## config.mk

```make
export PLATFORM = sky130hd
export DESIGN_NAME = yukleme_birimi
export DESIGN_NICKNAME = d
export VERILOG_FILES = /design/src/sabitler_pkg.sv /design/src/mikroislem_pkg.sv /design/src/yukleme_birimi.sv
export SDC_FILE = /design/constraint.sdc
export NUM_CORES = 1
export LEC_CHECK = 0
export BUFFER_PORTS_ARGS = -buffer_cell sky130_fd_sc_hd__buf_2
export CORE_MARGIN = 1
export CORE_UTILIZATION = 37
export CTS_BUF_LIST = sky130_fd_sc_hd__clkbuf_16
export DETAILED_ROUTE_END_ITERATION = 12
export PLACE_DENSITY = 0.78
export SETUP_SLACK_MARGIN = 0.3
export SYNTH_ARGS = -nofsm -noshare
export SYNTH_HDL_FRONTEND = slang
export SYNTH_SLANG_ARGS = --single-unit
```

## constraint.sdc

```tcl
create_clock -name clk_i -period 1.55 [get_ports clk_i]
set_input_delay 0.155 -clock clk_i [delete_from_list [all_inputs] [get_ports clk_i]]
set_output_delay 0.155 -clock clk_i [all_outputs]
set_load 0.005 [all_outputs]
```

## src/sabitler_pkg.sv

```systemverilog
package sabitler_pkg;

    localparam int VERI_BIT  = 32;             // Veri kelimesi genişliği
    localparam int ADRES_BIT = 32;             // Byte adresi genişliği
    localparam int BYTE_BIT  = 8;
    localparam int YARIM_BIT = 2 * BYTE_BIT;   // Half word genişliği
    localparam int BYTE_SAYISI = VERI_BIT / BYTE_BIT;   // Kelimedeki byte sayısı

    // Kelime içi byte konumu için adresin alt bitleri
    localparam int KAYMA_BIT = $clog2(BYTE_SAYISI);
    localparam int KELIME_ADRES_BIT = ADRES_BIT - KAYMA_BIT;

    // Erişim maskeleri
    // Erişilen byte'lar maskenin en anlamlı ucunda durur
    localparam logic [VERI_BIT-1:0] NOP_MASKE  = 32'h0000_0000;
    localparam logic [VERI_BIT-1:0] WORD_MASKE = 32'hFFFF_FFFF;
    localparam logic [VERI_BIT-1:0] EN_ANLAMLI_HALF_WORD_MASKE = 32'hFFFF_0000;
    localparam logic [VERI_BIT-1:0] EN_ANLAMLI_BYTE_MASKE      = 32'hFF00_0000;

endpackage

```

## src/mikroislem_pkg.sv

```systemverilog
package mikroislem_pkg;

    localparam int UOP_BEL_BIT = 4;   // Bellek mikro-işlem kodu genişliği
    localparam int IMM_BIT     = 12;  // İşaretli ofset
    localparam int RD_BIT      = 5;   // Hedef yazmaç numarası
    localparam int BOYUT_BIT   = 2;

    // Bellek mikro-işlemleri
    typedef enum logic [UOP_BEL_BIT-1:0] {
        UOP_BEL_NOP = 4'd0,
        UOP_BEL_LW  = 4'd1,
        UOP_BEL_LH  = 4'd2,
        UOP_BEL_LHU = 4'd3,
        UOP_BEL_LB  = 4'd4,
        UOP_BEL_LBU = 4'd5,
        UOP_BEL_SW  = 4'd6,
        UOP_BEL_SH  = 4'd7,
        UOP_BEL_SB  = 4'd8
    } bel_islem_e;

    // Boyut kodu byte sayısının bir eksiği
    localparam logic [BOYUT_BIT-1:0] BOYUT_BYTE = 2'd0;
    localparam logic [BOYUT_BIT-1:0] BOYUT_HALF = 2'd1;
    localparam logic [BOYUT_BIT-1:0] BOYUT_WORD = 2'd3;

    typedef struct packed {
        bel_islem_e                        islem;
        logic [sabitler_pkg::VERI_BIT-1:0] rs1;   // Taban adres
        logic [sabitler_pkg::VERI_BIT-1:0] rs2;   // Store verisi
        logic [IMM_BIT-1:0]                imm;   // Tüketicide sign-extend edilir
        logic [RD_BIT-1:0]                 rd;
    } bellek_istek_t;

    typedef struct packed {
        logic [sabitler_pkg::VERI_BIT-1:0] veri;  // Geri yazılacak değer
        logic [RD_BIT-1:0]                 rd;
    } yukleme_sonuc_t;

    // Load için bir çevrim taşınan bilgi
    typedef struct packed {
        logic                               isaretli;  // Sign-extend
        logic [BOYUT_BIT-1:0]               boyut;
        logic [sabitler_pkg::KAYMA_BIT-1:0] kayma;     // Lane ofseti
        logic                               hizasiz;
        logic [RD_BIT-1:0]                  rd;
    } yukleme_bilgisi_t;

endpackage

```

## src/yukleme_birimi.sv

```systemverilog
`timescale 1ns/10ps

module yukleme_birimi (
    input  logic                              clk_i,
    input  logic                              rst_i,
    input  logic                              oku_i,        // Bu çevrimde load var
    input  mikroislem_pkg::yukleme_bilgisi_t  bilgi_i,
    input  logic [sabitler_pkg::VERI_BIT-1:0] oku_veri_i,   // Bellekten kayıtlı kelime
    input  logic                              hata_i,       // Hizasız store
    output logic                              sonuc_gecerli_o,
    output mikroislem_pkg::yukleme_sonuc_t    sonuc_o,
    output logic                              hizasiz_o
);

    import sabitler_pkg::*;
    import mikroislem_pkg::*;

    logic                oku_q;
    logic                hizasiz_q;
    yukleme_bilgisi_t    bilgi_q;
    logic [VERI_BIT-1:0] kaydirilmis;
    logic [VERI_BIT-1:0] yuklenen;

    // Kontrol bayrakları
    always_ff @(posedge clk_i) begin
        if (rst_i) begin
            oku_q     <= 1'b0;
            hizasiz_q <= 1'b0;
        end else begin
            oku_q     <= oku_i;
            hizasiz_q <= hata_i | (oku_i & bilgi_i.hizasiz);   // Load ya da store
        end
    end

    // Load bilgisi yalnız load çevriminde tutulur
    always_ff @(posedge clk_i) begin
        if (oku_i) begin
            bilgi_q <= bilgi_i;
        end
    end

    always_comb begin
        // İstenen byte'lar lane 0'a iner
        kaydirilmis = oku_veri_i >> {bilgi_q.kayma, 3'b000};
        case (bilgi_q.boyut)
            BOYUT_BYTE: begin
                yuklenen = {{(VERI_BIT-BYTE_BIT){bilgi_q.isaretli & kaydirilmis[BYTE_BIT-1]}},
                            kaydirilmis[BYTE_BIT-1:0]};
            end
            BOYUT_HALF: begin
                yuklenen = {{(VERI_BIT-YARIM_BIT){bilgi_q.isaretli & kaydirilmis[YARIM_BIT-1]}},
                            kaydirilmis[YARIM_BIT-1:0]};
            end
            default: begin
                yuklenen = kaydirilmis;   // BOYUT_WORD
            end
        endcase
        if (bilgi_q.hizasiz) begin
            yuklenen = '0;   // Hizasız load sıfır döner
        end
    end

    assign sonuc_o.veri    = yuklenen;
    assign sonuc_o.rd      = bilgi_q.rd;
    assign sonuc_gecerli_o = oku_q;
    assign hizasiz_o       = hizasiz_q;

endmodule

```

==> qor.tcl <==
set qor(failed_checks) {negative setup slack}
set qor(layout.cell_area.non_filler_sq_um) 2070
set qor(post_synth_instance_area_sq_um) 1190
set qor(timing.critical_path.buf_inv) 2
set qor(postSynthRegisterBits) 13
set qor(tritoncts) {yes}
set qor(synth_area_leaders) {edfxtp_1 (28%), mux2i_1 (13%), a211oi_1 (8.8%)}
set qor(max_clock_freq_ghz) 0.535
set qor(p_per_area_nw_per_um2) 736
set qor(ys_warn_count) 0
set qor(fin_setup_tns_ns) -8.58
set qor(vias) 1435
set qor(worstSetupPathType) {flop to output port}
set qor(seq_area_frac_synth_pct) 31.2
set qor(cts.htree.levels) 1
set qor(worst-path-max-fanout) 7
set qor(drt_iter0_drc) 151
set qor(leakage_power_nw) 0.972
set qor(hold_path.class) {input port to flop}
set qor(crit_chain) {mux4_2 > a2bb2oi_2 > buf_6 > a21oi_1 > buf_2}
set qor(drtAntennaViolNets) 0
set qor(pin_count_of_the_biggest_net_entering_global_routing) 17
set qor(chipWidth_um) 58.7
set qor(timing_hold_violations_final) 0
set qor(timing.critical_path.arrival_ns) 1.71
set qor(clock_slew_at_the_register_clock_pins_of_the_worst_setup_and_hold_paths_ns) 0.04
set qor(timing.final.ws_setup_ns) -0.319
set qor(synth_edf_count) 11
set qor(synth.distinct_cells) 28
set qor(cts_hold_buffers) 0
set qor(synth_most_common_cell) {mux2i_1}
set qor(cap_viol_max_count) 0
set qor(detail_route.drc_violations) 0
set qor(run_status) {finished, violations left}
set qor(layout.filler_cells) 246
set qor(netlist_instances) 131
set qor(global_route.usage.total_pct) 20.8
set qor(area_growth_syn_to_layout_pct) 74.0
set qor(synthesis.area_per_instance_sq_um) 9.07
set qor(drive_above_1_share_pct) 65.4
set qor(netlist_top_cells_count) {mux2i_1 (16), a21oi_1 (15), a211oi_1 (14)}
set qor(post-synth-top-area-cell) {edfxtp_1}
set qor(antenna_found_initial) 0
set qor(cp.required_ns) 1.39
set qor(die_h_um) 58.7
set qor(final.min_clock_period_ns) 1.87
set qor(grt_pass1_wl_mm) 5.49
set qor(post-dp-hpwl_mm) 2.54
set qor(synth-async-reset-ratio_pct) 0
set qor(routabilityCongestion) 0.757
set qor(final.hold.worst_slack_ns) 0.0835
set qor(dpl_worst_slack_ns) -0.0859
set qor(ys.flop_type) {edfxtp_1}
set qor(fin_total_pwr_mw) 1.52
set qor(timing.critical_path.slowest_stage_cell) {mux4_2}
set qor(port_buffers) 85
set qor(placeableCoreArea_sq_um) 3050
set qor(crit_path_max_incr_delay_ns) 0.59
set qor(floorplan.rows) 20
set qor(max-clock-path-buffers) 2
set qor(ir_drop_mv) 0.823
set qor(cts-root-buf) {clkbuf_16}
set qor(num_io_pins) 86
set qor(synth_top_area_share_pct) 27.8
set qor(timing.final.crit_share_pct) 121
set qor(drt_pass_1_iters) 4
set qor(worst_slew_pin_slew_ns) 0.337
set qor(insertedDiodeCount) 0
set qor(timing.critical_path.from) {bilgi_q[7]$_DFFE_PP_}
set qor(critPathCaptureType) {output port}
set qor(initial_core_utilization_pct) 38.9
set qor(family_with_the_most_delay_on_the_worst_path) {multiplexers}
set qor(report.final.setup_viol) 32
set qor(grt-ovfl-total) 0
set qor(floorplan.die_area_sq_um) 3440
set qor(post_drt_via_cell_ratio) 5.22
set qor(unrepaired_setup_endpoints_after_global_routing) {yes}
set qor(final_nets) 279
set qor(wl_mm) 3.75
set qor(hold_path.startpoint) {rst_i}
set qor(synth_fp_nets) 178
set qor(tritoncts_num_sinks) 13
set qor(cts_made_buffers) 3
set qor(detailed_place.area_sq_um) 1740
set qor(grt_pass1_vias) 1299
set qor(relative_slew_slack_pct) 77.4
set qor(final_max_slew_viol_count) 0
set qor(post_drt_wl_per_cell_um) 13.7
set qor(worst_setup_path_start_kind) {flop}
==> kinds of logic (layout without fill, tap and decap cells) <==
logic type             count (synthesis)  after routing  share of synthesized area (%)
AOI/OAI and AO/OA                     48             48                           25.9
buffers and inverters                 16            116                           8.63
DFF                                   13             13                           31.2
muxes                                 18             18                           16.3
and+or+nand+nor                       36             36                           18.0
==> final timing paths <==
check / to / slack (ns) / depth (start not counted)
setup / recovery: sonuc_o[13] / -0.32 / 5
hold / removal: sonuc_gecerli_o$_SDFF_PP0_ / 0.08 / 2
==> what timing repair did <==
| action | 4_1_cts | 5_1_grt |
|---|---|---|
| pin swaps | 9 | 5 |
| setup buffers | 5 | 2 |
| gates cloned | 1 | 1 |
| resized for setup | 27 | 10 |
| endpoints found under the setup margin | 32 | 32 |
==> placed cells by master, fill, tap and decap left out, drive strengths merged, types with 2 or more instances in the layout <==
cell | synthesis | routed
buf | 13 | 111
mux2i | 16 | 16
a21oi | 15 | 15
a211oi | 14 | 14
nor2b | 12 | 12
edfxtp | 11 | 11
nand2 | 9 | 9
o22ai | 8 | 8
o21ai | 8 | 8
or2 | 7 | 7
clkbuf | 3 | 4
nor2 | 3 | 3
dfxtp | 2 | 2
==> power breakdown <==
part / switching (mW) / internal, mW / leakage (nW)
logic: 0.288 / 0.341 / 0.805
clock network: 0.128 / 0.339 / 0.0423
registers: 0.0151 / 0.411 / 0.124
total: 0.431 / 1.09 / 0.972
==> cell type report <==
cell class	count	area [sq um]	share of cell area (%)
clock inverters	1	3.75	0.181
repair buffers	112	742	35.9
well taps	44	55.1	2.66
clock buffers	3	75.1	3.63
multi-input cells	102	822	39.7
flip-flops and latches	13	370	17.9
==> stage by stage <==
step	cells	utilization, %
after floorplan	131	-
after global routing	275	67.7
after CTS	272	65.2
after global placement	262	57.0
after detailed placement	262	57.0
final	275	67.7
==> per-layer routing <==
metal | vias up | global-route usage [%] | part of all wire [%] | wire [um]
li1 | 689 | - | - | -
met1 | 646 | 22.7 | 40 | 1510
met2 | 96 | 39.7 | 51 | 1900
met3 | 4 | 2.20 | 8.1 | 304
met4 | 0 | 10.2 | 0.96 | 36
met5 | - | 0 | 0 | 0
==> state kept, by name, indices dropped and copies added, names as in the netlist <==
name,count
sonuc_gecerli_o,1
hizasiz_o,1
bilgi_q,6
sonuc_o,5
Power figures use the tool's default switching activity.
