### config.mk
export PLATFORM = sky130hd
export DESIGN_NAME = hizalama_birimi
export DESIGN_NICKNAME = d
export VERILOG_FILES = /design/src/sabitler_pkg.sv /design/src/mikroislem_pkg.sv /design/src/hizalama_birimi.sv
export SDC_FILE = /design/constraint.sdc
export NUM_CORES = 1
export LEC_CHECK = 0
export BUFFER_PORTS_ARGS = -buffer_cell sky130_fd_sc_hd__buf_2
export CAP_MARGIN = 20
export CORE_AREA = 2 2 71 73
export DETAILED_ROUTE_END_ITERATION = 12
export DIE_AREA = 0 0 73 75
export PLACE_DENSITY_LB_ADDON = 0.25
export SLEW_MARGIN = 20
export SYNTH_ARGS = -nofsm -noshare
export SYNTH_HDL_FRONTEND = slang
export SYNTH_SLANG_ARGS = --single-unit
### constraint.sdc
create_clock -name vclk -period 4.5
set_input_delay 0.225 -clock vclk [all_inputs]
set_output_delay 0.225 -clock vclk [all_outputs]
set_load 0.005 [all_outputs]
### src/sabitler_pkg.sv
package sabitler_pkg;

    localparam int VERI_BIT  = 32;             // Veri kelimesi genişliği
    localparam int ADRES_BIT = 32;             // Byte adresi genişliği
    localparam int BYTE_BIT  = 8;
    localparam int YARIM_BIT = 2 * BYTE_BIT;   // Half word genişliği
    localparam int BYTE_SAYISI = VERI_BIT / BYTE_BIT;   // Kelimedeki byte sayısı

    // Kelime içi byte konumu için adresin alt bitleri
    localparam int KAYMA_BIT = $clog2(BYTE_SAYISI);
    localparam int KELIME_ADRES_BIT = ADRES_BIT - KAYMA_BIT;

    // Erişim maskeleri
    // Erişilen byte'lar maskenin en anlamlı ucunda durur
    localparam logic [VERI_BIT-1:0] NOP_MASKE  = 32'h0000_0000;
    localparam logic [VERI_BIT-1:0] WORD_MASKE = 32'hFFFF_FFFF;
    localparam logic [VERI_BIT-1:0] EN_ANLAMLI_HALF_WORD_MASKE = 32'hFFFF_0000;
    localparam logic [VERI_BIT-1:0] EN_ANLAMLI_BYTE_MASKE      = 32'hFF00_0000;

endpackage

### src/mikroislem_pkg.sv
package mikroislem_pkg;

    localparam int UOP_BEL_BIT = 4;   // Bellek mikro-işlem kodu genişliği
    localparam int IMM_BIT     = 12;  // İşaretli ofset
    localparam int RD_BIT      = 5;   // Hedef yazmaç numarası
    localparam int BOYUT_BIT   = 2;

    // Bellek mikro-işlemleri
    typedef enum logic [UOP_BEL_BIT-1:0] {
        UOP_BEL_NOP = 4'd0,
        UOP_BEL_LW  = 4'd1,
        UOP_BEL_LH  = 4'd2,
        UOP_BEL_LHU = 4'd3,
        UOP_BEL_LB  = 4'd4,
        UOP_BEL_LBU = 4'd5,
        UOP_BEL_SW  = 4'd6,
        UOP_BEL_SH  = 4'd7,
        UOP_BEL_SB  = 4'd8
    } bel_islem_e;

    // Boyut kodu byte sayısının bir eksiği
    localparam logic [BOYUT_BIT-1:0] BOYUT_BYTE = 2'd0;
    localparam logic [BOYUT_BIT-1:0] BOYUT_HALF = 2'd1;
    localparam logic [BOYUT_BIT-1:0] BOYUT_WORD = 2'd3;

    typedef struct packed {
        bel_islem_e                        islem;
        logic [sabitler_pkg::VERI_BIT-1:0] rs1;   // Taban adres
        logic [sabitler_pkg::VERI_BIT-1:0] rs2;   // Store verisi
        logic [IMM_BIT-1:0]                imm;   // Tüketicide sign-extend edilir
        logic [RD_BIT-1:0]                 rd;
    } bellek_istek_t;

    typedef struct packed {
        logic [sabitler_pkg::VERI_BIT-1:0] veri;  // Geri yazılacak değer
        logic [RD_BIT-1:0]                 rd;
    } yukleme_sonuc_t;

    // Load için bir çevrim taşınan bilgi
    typedef struct packed {
        logic                               isaretli;  // Sign-extend
        logic [BOYUT_BIT-1:0]               boyut;
        logic [sabitler_pkg::KAYMA_BIT-1:0] kayma;     // Lane ofseti
        logic                               hizasiz;
        logic [RD_BIT-1:0]                  rd;
    } yukleme_bilgisi_t;

endpackage

### src/hizalama_birimi.sv
`timescale 1ns/10ps

module hizalama_birimi (
    input  mikroislem_pkg::bel_islem_e                islem_i,
    input  logic [sabitler_pkg::ADRES_BIT-1:0]        adres_i,
    input  logic [sabitler_pkg::VERI_BIT-1:0]         maske_i,
    input  logic [sabitler_pkg::VERI_BIT-1:0]         rs2_i,
    input  logic [mikroislem_pkg::RD_BIT-1:0]         rd_i,
    output logic [sabitler_pkg::BYTE_SAYISI-1:0]      yaz_strobe_o,
    output logic [sabitler_pkg::VERI_BIT-1:0]         yaz_veri_o,
    output logic [sabitler_pkg::KELIME_ADRES_BIT-1:0] kelime_adres_o,
    output logic                                      oku_o,
    output mikroislem_pkg::yukleme_bilgisi_t          bilgi_o
);

    import sabitler_pkg::*;
    import mikroislem_pkg::*;

    logic [BYTE_SAYISI-1:0]   desen;         // Alt lane'lere indirilmiş byte deseni
    logic [KAYMA_BIT:0]       bayt_sayisi;   // 0..4
    logic [KAYMA_BIT-1:0]     kayma;
    logic [2*BYTE_SAYISI-1:0] yerlesik;      // Taşan lane'ler üst yarıda
    logic [VERI_BIT-1:0]      veri_maskesi;
    logic                     hizasiz;
    logic                     yukleme_islemi;
    logic                     depolama_islemi;

    assign kayma = adres_i[KAYMA_BIT-1:0];

    // Maskenin en anlamlı byte'ı lane 0'a gelir ve desen ters çevrilerek iner
    always_comb begin
        bayt_sayisi = '0;
        for (int i = 0; i < BYTE_SAYISI; i++) begin
            desen[i]    = |maske_i[VERI_BIT-1-i*BYTE_BIT -: BYTE_BIT];
            bayt_sayisi = bayt_sayisi + desen[i];
            veri_maskesi[i*BYTE_BIT +: BYTE_BIT] = {BYTE_BIT{desen[i]}};
        end
    end

    // Desen adres ofseti kadar kaydırılır
    assign yerlesik = {{BYTE_SAYISI{1'b0}}, desen} << kayma;
    assign hizasiz  = |yerlesik[2*BYTE_SAYISI-1:BYTE_SAYISI];   // Kelime sınırı aşıldı

    assign yukleme_islemi  = islem_i inside {UOP_BEL_LW, UOP_BEL_LH, UOP_BEL_LHU,
                                              UOP_BEL_LB, UOP_BEL_LBU};
    assign depolama_islemi = islem_i inside {UOP_BEL_SW, UOP_BEL_SH, UOP_BEL_SB};

    // Hizasız store hiçbir byte yazmaz
    assign yaz_strobe_o = (depolama_islemi && !hizasiz) ? yerlesik[BYTE_SAYISI-1:0] : '0;
    // rs2'nin alt n byte'ı 8*ofset kadar sola kayar
    assign yaz_veri_o   = (rs2_i & veri_maskesi) << {kayma, 3'b000};

    assign kelime_adres_o = adres_i[ADRES_BIT-1:KAYMA_BIT];
    assign oku_o          = yukleme_islemi && (|desen);

    always_comb begin
        bilgi_o.isaretli = islem_i inside {UOP_BEL_LH, UOP_BEL_LB};
        bilgi_o.boyut    = bayt_sayisi[BOYUT_BIT-1:0] - 2'd1;   // 4 byte 3'e sarar
        bilgi_o.kayma    = kayma;
        bilgi_o.hizasiz  = hizasiz;   // Load ve store için ortak
        bilgi_o.rd       = rd_i;
    end

endmodule

==> results.txt <==
----------------------------------------------------
[Floorplanning]
  Initial core utilization ... 23.5%
  Vertical die dimension ... 75 um
  Core Region ... 0.00466 mm2
  Die span in x ... 73 um
  Count of pins on the block boundary ... 183
  Area enclosed by the die boundary ... 0.00548 mm2
  Placement Rows ... 25

[Detailed routing]
  Detailed-route via count ... 1,451
  Number of iterations in the first detailed-routing pass ... 4
  Routed metal-1 wire length ... 1610 um
  Highest metal layer used by the detailed router ... met4
  Routed length on met2 ... 2190 um
  Met3 routed WL ... 462 um
  Post-route antenna net violation count ... 0
  Number of vias per cell after detailed routing ... 5.18
  Violation count after the first detailed-routing iteration ... 62
  DRC ... 0
  Post-detailed-routing wire length ... 4300 um
  Drt wl/cell ... 15.3 um

[Logic synthesis]
  Dominant cell type by area after synthesis ... sky130_fd_sc_hd__buf_4
  Syn avg cell area ... 6.94 um2
  Yosys warns ... 0
  Summed instance area of the synthesized netlist ... 0.00110 mm2
  Number of instances in the synthesized netlist ... 158
  Sequential element share of the synthesized area ... 0%
  Syn_nets ... 265
  Top area cells in the synthesized netlist ... sky130_fd_sc_hd__buf_4 26%, sky130_fd_sc_hd__a22oi_1 10%, sky130_fd_sc_hd__a21oi_1 7.3%
  Synth unique cells ... 33
  Top-area cell type share of the netlist area ... 26.0%

[Power]
  Worst vdd ir ... 0.0270 mV
  Leakage power summed over all cells ... 0.702 nW
  Cell Pwr Density ... 86.2 mW/mm2

[Timing]
  Transition time of the tightest slew-check pin ... 0.982 ns
  Max_slew headroom ... 34.4%
  Final count of negative-setup-slack endpoints ... 0
  Fmax achieved ... 480 MHz
  Fin. Hold Viols ... 0
  Final count of pins violating max slew ... 0
  Period utilization ... 46.3%
  Crit path time final ... 2.08 ns
  Unrepaired setup endpoints after global routing ... false
  Aggregate negative setup slack ... 0 ns

[Worst setup path]
  Critical Path AT ... 1.86 ns
  Startpoint types ... input pin
  Kind of critical path ... in -> out
  Required time of the critical path ... 4.28 ns
  Type of destination of the critical path ... output pin
  Largest fanout on the critical path ... 4

[Finish]
  Final Util ... 30.4%
  Count of clock buffers in the final design ... 0
  Most frequent cells in the layout ... 113 x sky130_fd_sc_hd__buf_2, 16 x sky130_fd_sc_hd__a21oi_1, 15 x sky130_fd_sc_hd__a22oi_1
  Final standard cell count with taps included and fillers excluded ... 280
  Seq Cell Count ... 0
  Most common cell after layout, fill and taps aside ... sky130_fd_sc_hd__buf_2
  Share of layout cells above drive strength 1 ... 53.5%
  Design area ... 0.00142 mm2
  Footprint of the multi-input gates ... 772 um2
  Register area ... 0 um2
  Number of fill cells in the layout ... 542
  Ant diodes ... 0
  Area overhead of the layout relative to synthesis ... 29.2%
  # nets final ... 335

[Clocking]
  Post-CTS Hold Buffers ... 0
  Postcts setup bufs ... 0
  Cells resized by post-CTS repair ... 0

[Place]
  Estimated wirelength of the detail-placed design ... 3460 um
  Number of port buffers ... 113
  Routability congestion estimate ... 0.676
  Number of placed cells counting well taps ... 280
  Cell area after placement ... 0.00142 mm2

[Global route]
  First-pass GRT wire length ... 6270 um
  Pin count of the biggest net entering global routing ... 45
  Overall overflow remaining after global route ... 0
  Via count of the first global-routing pass ... 1,261
  Antenna violations before repair ... 0
  All-layer global routing usage ... 14.2%

[Job]
  Max Cap Violations ... 0

[Outcome]
  Outcome ... finished clean

[Worst hold path]
  Hold Path Sink ... kelime_adres_o[13]
  Min-delay worst type ... in -> out
  Hold Path Cell Cnt ... 0
  Hold path start ... adres_i[15]

----------------------------------------------------
-- metal layers --
layer  vias to the layer above  GRT usage [%]
met5                         -              0
met4                         0           1.65
met3                         8           2.54
met2                        86           24.7
met1                       647           18.9
li1                        710              -
-- critical path, stage by stage --
cell	delay [ns]
sky130_fd_sc_hd__buf_2	0.09
sky130_fd_sc_hd__nor4_1	0.41
sky130_fd_sc_hd__and2_1	0.28
sky130_fd_sc_hd__ha_1	0.26
sky130_fd_sc_hd__inv_1	0.07
sky130_fd_sc_hd__fa_1	0.39
sky130_fd_sc_hd__buf_2	0.13
-- worst max-delay path by stage --
stage,endpoint,startpoint
final,bilgi_o[8],maske_i[29]
after global routing,yaz_veri_o[31],maske_i[21]
after CTS,bilgi_o[8],maske_i[29]
after detailed placement,bilgi_o[8],maske_i[29]
after global placement,bilgi_o[8],maske_i[29]
after floorplan,bilgi_o[8],maske_i[13]
-- stage by stage --
step                worst slack, ns  total power, mW  hold slack (ns)
floorplan                      2.68           0.0811            0.484
global placement               2.42            0.123            0.450
detailed placement             2.39            0.124            0.450
CTS                            2.39            0.124            0.450
global route                   2.21            0.137            0.450
finish                         2.42            0.122            0.450
-- synthesized netlist by cell type --
cell,count
sky130_fd_sc_hd__a211o_1,1
sky130_fd_sc_hd__a211oi_1,1
sky130_fd_sc_hd__a21boi_1,3
sky130_fd_sc_hd__a21oi_1,16
sky130_fd_sc_hd__a221oi_1,9
sky130_fd_sc_hd__a22oi_1,15
sky130_fd_sc_hd__a31oi_1,1
sky130_fd_sc_hd__and2_0,1
sky130_fd_sc_hd__and2_1,10
sky130_fd_sc_hd__buf_2,1
sky130_fd_sc_hd__buf_4,38
sky130_fd_sc_hd__clkbuf_1,6
sky130_fd_sc_hd__fa_1,1
sky130_fd_sc_hd__ha_1,1
sky130_fd_sc_hd__inv_1,3
sky130_fd_sc_hd__nand2_1,5
sky130_fd_sc_hd__nand3_1,2
sky130_fd_sc_hd__nand3_2,1
sky130_fd_sc_hd__nor2_1,10
sky130_fd_sc_hd__nor3_1,3
sky130_fd_sc_hd__nor3_2,1
sky130_fd_sc_hd__nor4_1,9
sky130_fd_sc_hd__nor4_2,1
sky130_fd_sc_hd__o21ai_0,2
sky130_fd_sc_hd__o21bai_1,1
sky130_fd_sc_hd__o2bb2ai_1,7
sky130_fd_sc_hd__o32ai_1,1
sky130_fd_sc_hd__o41ai_4,1
sky130_fd_sc_hd__or4_1,1
sky130_fd_sc_hd__or4_4,3
sky130_fd_sc_hd__or4b_2,1
sky130_fd_sc_hd__xnor2_1,1
sky130_fd_sc_hd__xor2_1,1
-- where the power goes --
group          internal, mW  switching, mW
clock network             0              0
logic                0.0591         0.0630
registers                 0              0
total                0.0591         0.0630
-- kinds of logic after synthesis --
family,Yosys count,synth area share [%]
compound gates,58,39.4
simple gates,48,26.5
buf+inv,48,29.6
xor+xnor,2,1.60
fa+ha+maj,2,2.97
-- cell type report --
cell class	count	area share [%]
Inverter	3	0.795
Multi-Input combinational cell	110	54.5
Timing Repair Buffer	113	39.9
Tap cell	54	4.77
Power figures use the tool's default switching activity.
