### src/sabitler_pkg.sv
package sabitler_pkg;

    localparam int VERI_BIT  = 32;             // Veri kelimesi genişliği
    localparam int ADRES_BIT = 32;             // Byte adresi genişliği
    localparam int BYTE_BIT  = 8;
    localparam int YARIM_BIT = 2 * BYTE_BIT;   // Half word genişliği
    localparam int BYTE_SAYISI = VERI_BIT / BYTE_BIT;   // Kelimedeki byte sayısı

    // Kelime içi byte konumu için adresin alt bitleri
    localparam int KAYMA_BIT = $clog2(BYTE_SAYISI);
    localparam int KELIME_ADRES_BIT = ADRES_BIT - KAYMA_BIT;

    // Erişim maskeleri
    // Erişilen byte'lar maskenin en anlamlı ucunda durur
    localparam logic [VERI_BIT-1:0] NOP_MASKE  = 32'h0000_0000;
    localparam logic [VERI_BIT-1:0] WORD_MASKE = 32'hFFFF_FFFF;
    localparam logic [VERI_BIT-1:0] EN_ANLAMLI_HALF_WORD_MASKE = 32'hFFFF_0000;
    localparam logic [VERI_BIT-1:0] EN_ANLAMLI_BYTE_MASKE      = 32'hFF00_0000;

endpackage

### src/mikroislem_pkg.sv
package mikroislem_pkg;

    localparam int UOP_BEL_BIT = 4;   // Bellek mikro-işlem kodu genişliği
    localparam int IMM_BIT     = 12;  // İşaretli ofset
    localparam int RD_BIT      = 5;   // Hedef yazmaç numarası
    localparam int BOYUT_BIT   = 2;

    // Bellek mikro-işlemleri
    typedef enum logic [UOP_BEL_BIT-1:0] {
        UOP_BEL_NOP = 4'd0,
        UOP_BEL_LW  = 4'd1,
        UOP_BEL_LH  = 4'd2,
        UOP_BEL_LHU = 4'd3,
        UOP_BEL_LB  = 4'd4,
        UOP_BEL_LBU = 4'd5,
        UOP_BEL_SW  = 4'd6,
        UOP_BEL_SH  = 4'd7,
        UOP_BEL_SB  = 4'd8
    } bel_islem_e;

    // Boyut kodu byte sayısının bir eksiği
    localparam logic [BOYUT_BIT-1:0] BOYUT_BYTE = 2'd0;
    localparam logic [BOYUT_BIT-1:0] BOYUT_HALF = 2'd1;
    localparam logic [BOYUT_BIT-1:0] BOYUT_WORD = 2'd3;

    typedef struct packed {
        bel_islem_e                        islem;
        logic [sabitler_pkg::VERI_BIT-1:0] rs1;   // Taban adres
        logic [sabitler_pkg::VERI_BIT-1:0] rs2;   // Store verisi
        logic [IMM_BIT-1:0]                imm;   // Tüketicide sign-extend edilir
        logic [RD_BIT-1:0]                 rd;
    } bellek_istek_t;

    typedef struct packed {
        logic [sabitler_pkg::VERI_BIT-1:0] veri;  // Geri yazılacak değer
        logic [RD_BIT-1:0]                 rd;
    } yukleme_sonuc_t;

    // Load için bir çevrim taşınan bilgi
    typedef struct packed {
        logic                               isaretli;  // Sign-extend
        logic [BOYUT_BIT-1:0]               boyut;
        logic [sabitler_pkg::KAYMA_BIT-1:0] kayma;     // Lane ofseti
        logic                               hizasiz;
        logic [RD_BIT-1:0]                  rd;
    } yukleme_bilgisi_t;

endpackage

### src/bellek_islem_birimi.sv
`timescale 1ns/10ps

module bellek_islem_birimi (
    // Saat ve reset yalnız çekirdek arayüzünün parçası
    // Birimin kendisi tamamen kombinezonsal
    input  logic                                  clk_i,
    input  logic                                  rst_i,
    input  mikroislem_pkg::bel_islem_e            uop_buyruk_secim_i,
    input  logic [sabitler_pkg::VERI_BIT-1:0]     uop_rs1_i,      // Taban adres
    input  logic [mikroislem_pkg::IMM_BIT-1:0]    uop_imm_i,      // İşaretli ofset
    output logic [sabitler_pkg::VERI_BIT-1:0]     maske_o,
    output logic [sabitler_pkg::ADRES_BIT-1:0]    erisilecek_adres_o
);

    import sabitler_pkg::*;
    import mikroislem_pkg::*;

    logic [ADRES_BIT-1:0] imm_genis;     // Sign-extend edilmiş ofset
    logic [ADRES_BIT-1:0] hedef_adres;

    assign imm_genis   = {{(ADRES_BIT-IMM_BIT){uop_imm_i[IMM_BIT-1]}}, uop_imm_i};
    assign hedef_adres = imm_genis + uop_rs1_i;

    always_comb begin
        // Tanımsız kodlar NOP gibi davranır
        maske_o            = NOP_MASKE;
        erisilecek_adres_o = '0;
        case (uop_buyruk_secim_i)
            UOP_BEL_NOP: begin
                maske_o            = NOP_MASKE;   // Ne load ne store
                erisilecek_adres_o = '0;
            end
            // 32 bit erişim
            UOP_BEL_LW,
            UOP_BEL_SW: begin
                maske_o            = WORD_MASKE;
                erisilecek_adres_o = hedef_adres;
            end
            // 16 bit erişim
            // LH ile LHU farkı yükleme biriminde
            UOP_BEL_LH,
            UOP_BEL_LHU,
            UOP_BEL_SH: begin
                maske_o            = EN_ANLAMLI_HALF_WORD_MASKE;
                erisilecek_adres_o = hedef_adres;
            end
            // 8 bit erişim
            UOP_BEL_LB,
            UOP_BEL_LBU,
            UOP_BEL_SB: begin
                maske_o            = EN_ANLAMLI_BYTE_MASKE;   // En üst byte
                erisilecek_adres_o = hedef_adres;
            end
            default: begin
                maske_o            = NOP_MASKE;
                erisilecek_adres_o = '0;
            end
        endcase
    end

endmodule

### config.mk
export PLATFORM = sky130hd
export DESIGN_NAME = bellek_islem_birimi
export DESIGN_NICKNAME = d
export VERILOG_FILES = /design/src/sabitler_pkg.sv /design/src/mikroislem_pkg.sv /design/src/bellek_islem_birimi.sv
export SDC_FILE = /design/constraint.sdc
export NUM_CORES = 1
export LEC_CHECK = 0
export BUFFER_PORTS_ARGS = -buffer_cell sky130_fd_sc_hd__buf_2
export CAP_MARGIN = 10
export CELL_PAD_IN_SITES_DETAIL_PLACEMENT = 0
export CELL_PAD_IN_SITES_GLOBAL_PLACEMENT = 1
export CORE_UTILIZATION = 30
export DETAILED_ROUTE_END_ITERATION = 8
export GPL_TIMING_DRIVEN = 0
export PLACE_DENSITY = 0.85
export SETUP_SLACK_MARGIN = 0.2
export SYNTH_ARGS = -nofsm -noshare
export SYNTH_HDL_FRONTEND = slang
export SYNTH_SLANG_ARGS = --single-unit
export TNS_END_PERCENT = 100
### constraint.sdc
create_clock -name vclk -period 2.6
set_input_delay 0.26 -clock vclk [all_inputs]
set_output_delay 0.26 -clock vclk [all_outputs]
set_load 0.01 [all_outputs]
==> flow_results.org <==
** GRT
- The via count of the first global-routing pass is 2414.
- In the global route stage, met2 resource usage came out at 30.6%.
- Global routing used 1.23% of the available met3 tracks.
- For this run the aggregate overflow at the end of global routing stands at 0.
- In this run the most used layer during global routing was met2.
- Entering global routing, the biggest net connects 22 pins.
- Tot GR Track Use :: 16.8%
- The first global-routing pass estimated 10700 µm of wire.
- Antenna violations before repair :: 0
- In the global route stage, met1 resource usage came out at 22.1%.

** Logic synthesis
- The largest total area in the synthesized netlist belongs to sky130_fd_sc_hd__ha_1.
- The share of synthesized area in the top cell type comes to 17.6%.
- After synthesis, the cell types taking the most area are sky130_fd_sc_hd__ha_1 (18%), sky130_fd_sc_hd__buf_4 (9.9%), sky130_fd_sc_hd__nor2_1 (6.8%).
- Each instance of the synthesized netlist takes up on average 6.87 µm².
- Number of distinct library cells after synthesis :: 52
- Net count after synthesis :: 403
- Post-Syn Instances :: 321
- Summing every instance area after synthesis gives 2200 µm².
- For this run, the number of Yosys warnings is 0.
- Portion of the post-synthesis area used by sequential elements :: 0%

** Route
- After detailed routing, the number of remaining DRC violations is 0.
- The final layout contains routed wiring with a total length of 7030 µm.
- Routed wire per std cell :: 12.8 µm
- For this block, the initial DRC count from the detailed router was 61.
- Detailed-routing iteration count for the pre-antenna-repair pass :: 4
- Remaining antenna violation count :: 0
- In the routed layout, each cell is associated on average with a via count of 4.94.
- Summing over every cut layer, the via total after detailed routing is 2703.

** Layout
- Leaving out fill and tap cells, the most frequent cell in the layout is sky130_fd_sc_hd__buf_2.
- In the final layout, the multi-input gates occupy 2300 µm².
- Layout cell share with drive strength beyond 1 :: 52.5%
- The design has 0 sequential cells.
- Final net count :: 535
- CLK BUF :: 0
- Top library cells by usage in the layout, fill and taps aside :: sky130_fd_sc_hd__buf_2 (105), sky130_fd_sc_hd__buf_4 (43), sky130_fd_sc_hd__nor2_1 (37)
- Summing all non-filler instances in the final layout gives an area of 3510 µm².
- Summing all flip-flop and latch instances after layout gives 0 µm².
- From synthesis to final layout, the design area changed by 59.4%.
- 0 antenna diodes ended up in the layout.
- Fill cells in the final layout number 680.

** Min path
- The path class of the tightest hold or removal check is in -> out.
- The worst hold path terminates at erisilecek_adres_o[0].
- Hold_sp :: uop_rs1_i[0]
- Number of cells on the worst hold path :: 4

** Timing
- Worst-margin pin slew :: 0.930 ns
- Setup slack on the critical path of the routed design comes to -0.0833 ns.
- Post-route minimum period :: 2.68 ns
- Derived from the worst setup path, the maximum achievable clock frequency is 0.373 GHz.
- The final count of hold timing violations was 0.
- In this run the tightest slew margin relative to its limit is 37.7%.
- On the final layout, the worst hold slack is 0.931 ns.
- In the finished design, the share of the clock period the worst path needs comes to 103%.
- The number of pins with negative max-slew slack in the final report is 0.
- Setup repair after global routing could not meet its margin everywhere.
- Setup violations remaining at the end of the flow were counted as 4.

** Power and ir drop
- Logic pwr share :: 100.0%
- Proportion of power drawn by flip-flops and latches :: 0%
- Internal power :: 455 µW
- For this design the ratio of total power to cell area is 269 nW/µm².
- Per report_power, the clock group accounts for 0% of the total.
- IR analysis of the VDD net gives a maximum drop of 0.0925 mV.
- Sw Ratio :: 52.0%
- For this design the total switching power over the nets is 492 µW.
- The analysis attributes to cell leakage a power of 1.73 nW.

** Placed design
- Pre-CTS WS :: -0.370 ns
- The placed instances occupy a cell area of 2890 µm².
- Number of buffers added on ports :: 112
- Placer's final routability congestion estimate :: 0.801
- Detailed placer's ending HPWL :: 5200 µm

** Critical path
- STA classifies the critical path startpoint as an input pin.
- Worst Path Arrival :: 2.42 ns
- STA puts the critical path data required time at 2.34 ns.
- Largest fanout of any net on the critical path :: 3
- The worst setup path is captured at a primary output.
- Type of the worst setup path :: in -> out

** Floorplanning
- 114 I/O pins were placed.
- Number of core rows :: 30
- The die is 87.7 µm tall.
- The floorplan step set the die width to 87.7 µm.
- The initial utilization of the core area, before any placement, comes to 31.7%.
- In this run the standard cell core region covers 6940 µm².
- The die covers 7700 µm².

** Run
- Total of max-cap violations :: 0

** Status
- Violated checks :: setup timing
- Status :: finished with violations

** CTS
- Post-CTS Hold Fix Bufs :: 0
[cells in the mapped netlist (2+ instances only)]
master,number
sky130_fd_sc_hd__a31oi_1,6
sky130_fd_sc_hd__ha_1,31
sky130_fd_sc_hd__xnor2_1,13
sky130_fd_sc_hd__a21oi_2,4
sky130_fd_sc_hd__and2_1,6
sky130_fd_sc_hd__o31ai_1,2
sky130_fd_sc_hd__o21a_1,2
sky130_fd_sc_hd__nand2_2,3
sky130_fd_sc_hd__a211o_1,2
sky130_fd_sc_hd__xor2_1,12
sky130_fd_sc_hd__nor3_1,6
sky130_fd_sc_hd__nor2b_1,4
sky130_fd_sc_hd__a21oi_1,29
sky130_fd_sc_hd__a21o_2,2
sky130_fd_sc_hd__buf_4,29
sky130_fd_sc_hd__inv_1,10
sky130_fd_sc_hd__nor2_4,2
sky130_fd_sc_hd__nand4_1,7
sky130_fd_sc_hd__nand3_1,6
sky130_fd_sc_hd__o21bai_1,4
sky130_fd_sc_hd__o21ai_1,4
sky130_fd_sc_hd__o21ai_0,14
sky130_fd_sc_hd__nand2_1,31
sky130_fd_sc_hd__o211ai_1,3
sky130_fd_sc_hd__nor2_1,40
sky130_fd_sc_hd__nand2b_1,6
sky130_fd_sc_hd__mux2i_1,2
sky130_fd_sc_hd__a21o_1,12
sky130_fd_sc_hd__clkbuf_1,6
[stage by stage]
step                      setup TNS, ns  power (mW)  cells  util [%]
after floorplan                       0       0.532    321         -
after global placement            -2.80       0.760    529      41.5
after detailed placement          -3.06       0.764    529      41.5
after CTS                        -0.237       0.837    537      45.4
after global routing             -0.914        1.04    547      50.6
final                            -0.208       0.946    547      50.6
[power by group through the flow]
| stage | clock (mW) | sequential, mW | combinational [mW] |
|---|---|---|---|
| floorplan | 0 | 0 | 0.532 |
| global placement | 0 | 0 | 0.760 |
| detailed placement | 0 | 0 | 0.764 |
| CTS | 0 | 0 | 0.837 |
| global route | 0 | 0 | 1.04 |
| finish | 0 | 0 | 0.946 |
[repair_timing]
item | CTS | global route
endpoints found under the setup margin | 20 | 19
resized for setup | 42 | 56
setup buffers | 8 | 9
pin swaps | 22 | 34
cloned | 0 | 1
hold endpoints to repair | 0 | 0
[final cells by class]
class	count	share of cell area (%)
multi-input combinational	273	65.4
timing repair buffer	130	22.5
buffer	37	7.44
tap	96	3.42
inverter	11	1.21
[worst max-delay path, stage by stage]
cell	delay, ns
sky130_fd_sc_hd__buf_8	0.07
sky130_fd_sc_hd__ha_4	0.13
sky130_fd_sc_hd__inv_2	0.03
sky130_fd_sc_hd__fa_2	0.34
sky130_fd_sc_hd__nor2b_2	0.13
sky130_fd_sc_hd__o211ai_1	0.14
sky130_fd_sc_hd__a31oi_2	0.27
sky130_fd_sc_hd__nor2_2	0.09
sky130_fd_sc_hd__a2111o_1	0.41
sky130_fd_sc_hd__nand2_1	0.09
sky130_fd_sc_hd__xor2_1	0.13
sky130_fd_sc_hd__and2_1	0.17
sky130_fd_sc_hd__buf_2	0.15
[kinds of logic after synthesis]
kind of cell	share of synthesized area [%]
mux	0.908
simple gates	25.9
buf+inv	13.2
fa+ha+maj	18.5
compound gates	30.8
xor+xnor	10.7
[layer usage]
| layer | routed length, µm | vias to the layer above |
|---|---|---|
| li1 | - | 1378 |
| met1 | 3260 | 1228 |
| met2 | 3320 | 89 |
| met3 | 370 | 8 |
| met4 | 79 | 0 |
| met5 | 0 | - |
[how the worst max path moves through the flow]
stage / startpoint / end / slack [ns] / depth (start not counted)
CTS: uop_imm_i[0] / erisilecek_adres_o[30] / -0.11 / 13
detailed placement: uop_imm_i[11] / erisilecek_adres_o[28] / -0.37 / 10
floorplan: uop_rs1_i[0] / erisilecek_adres_o[22] / 0.20 / 11
global placement: uop_imm_i[11] / erisilecek_adres_o[28] / -0.35 / 10
global route: uop_rs1_i[0] / erisilecek_adres_o[22] / -0.23 / 13
finish: uop_rs1_i[0] / erisilecek_adres_o[22] / -0.08 / 13
No activity file was read; power rests on OpenSTA's default activity.
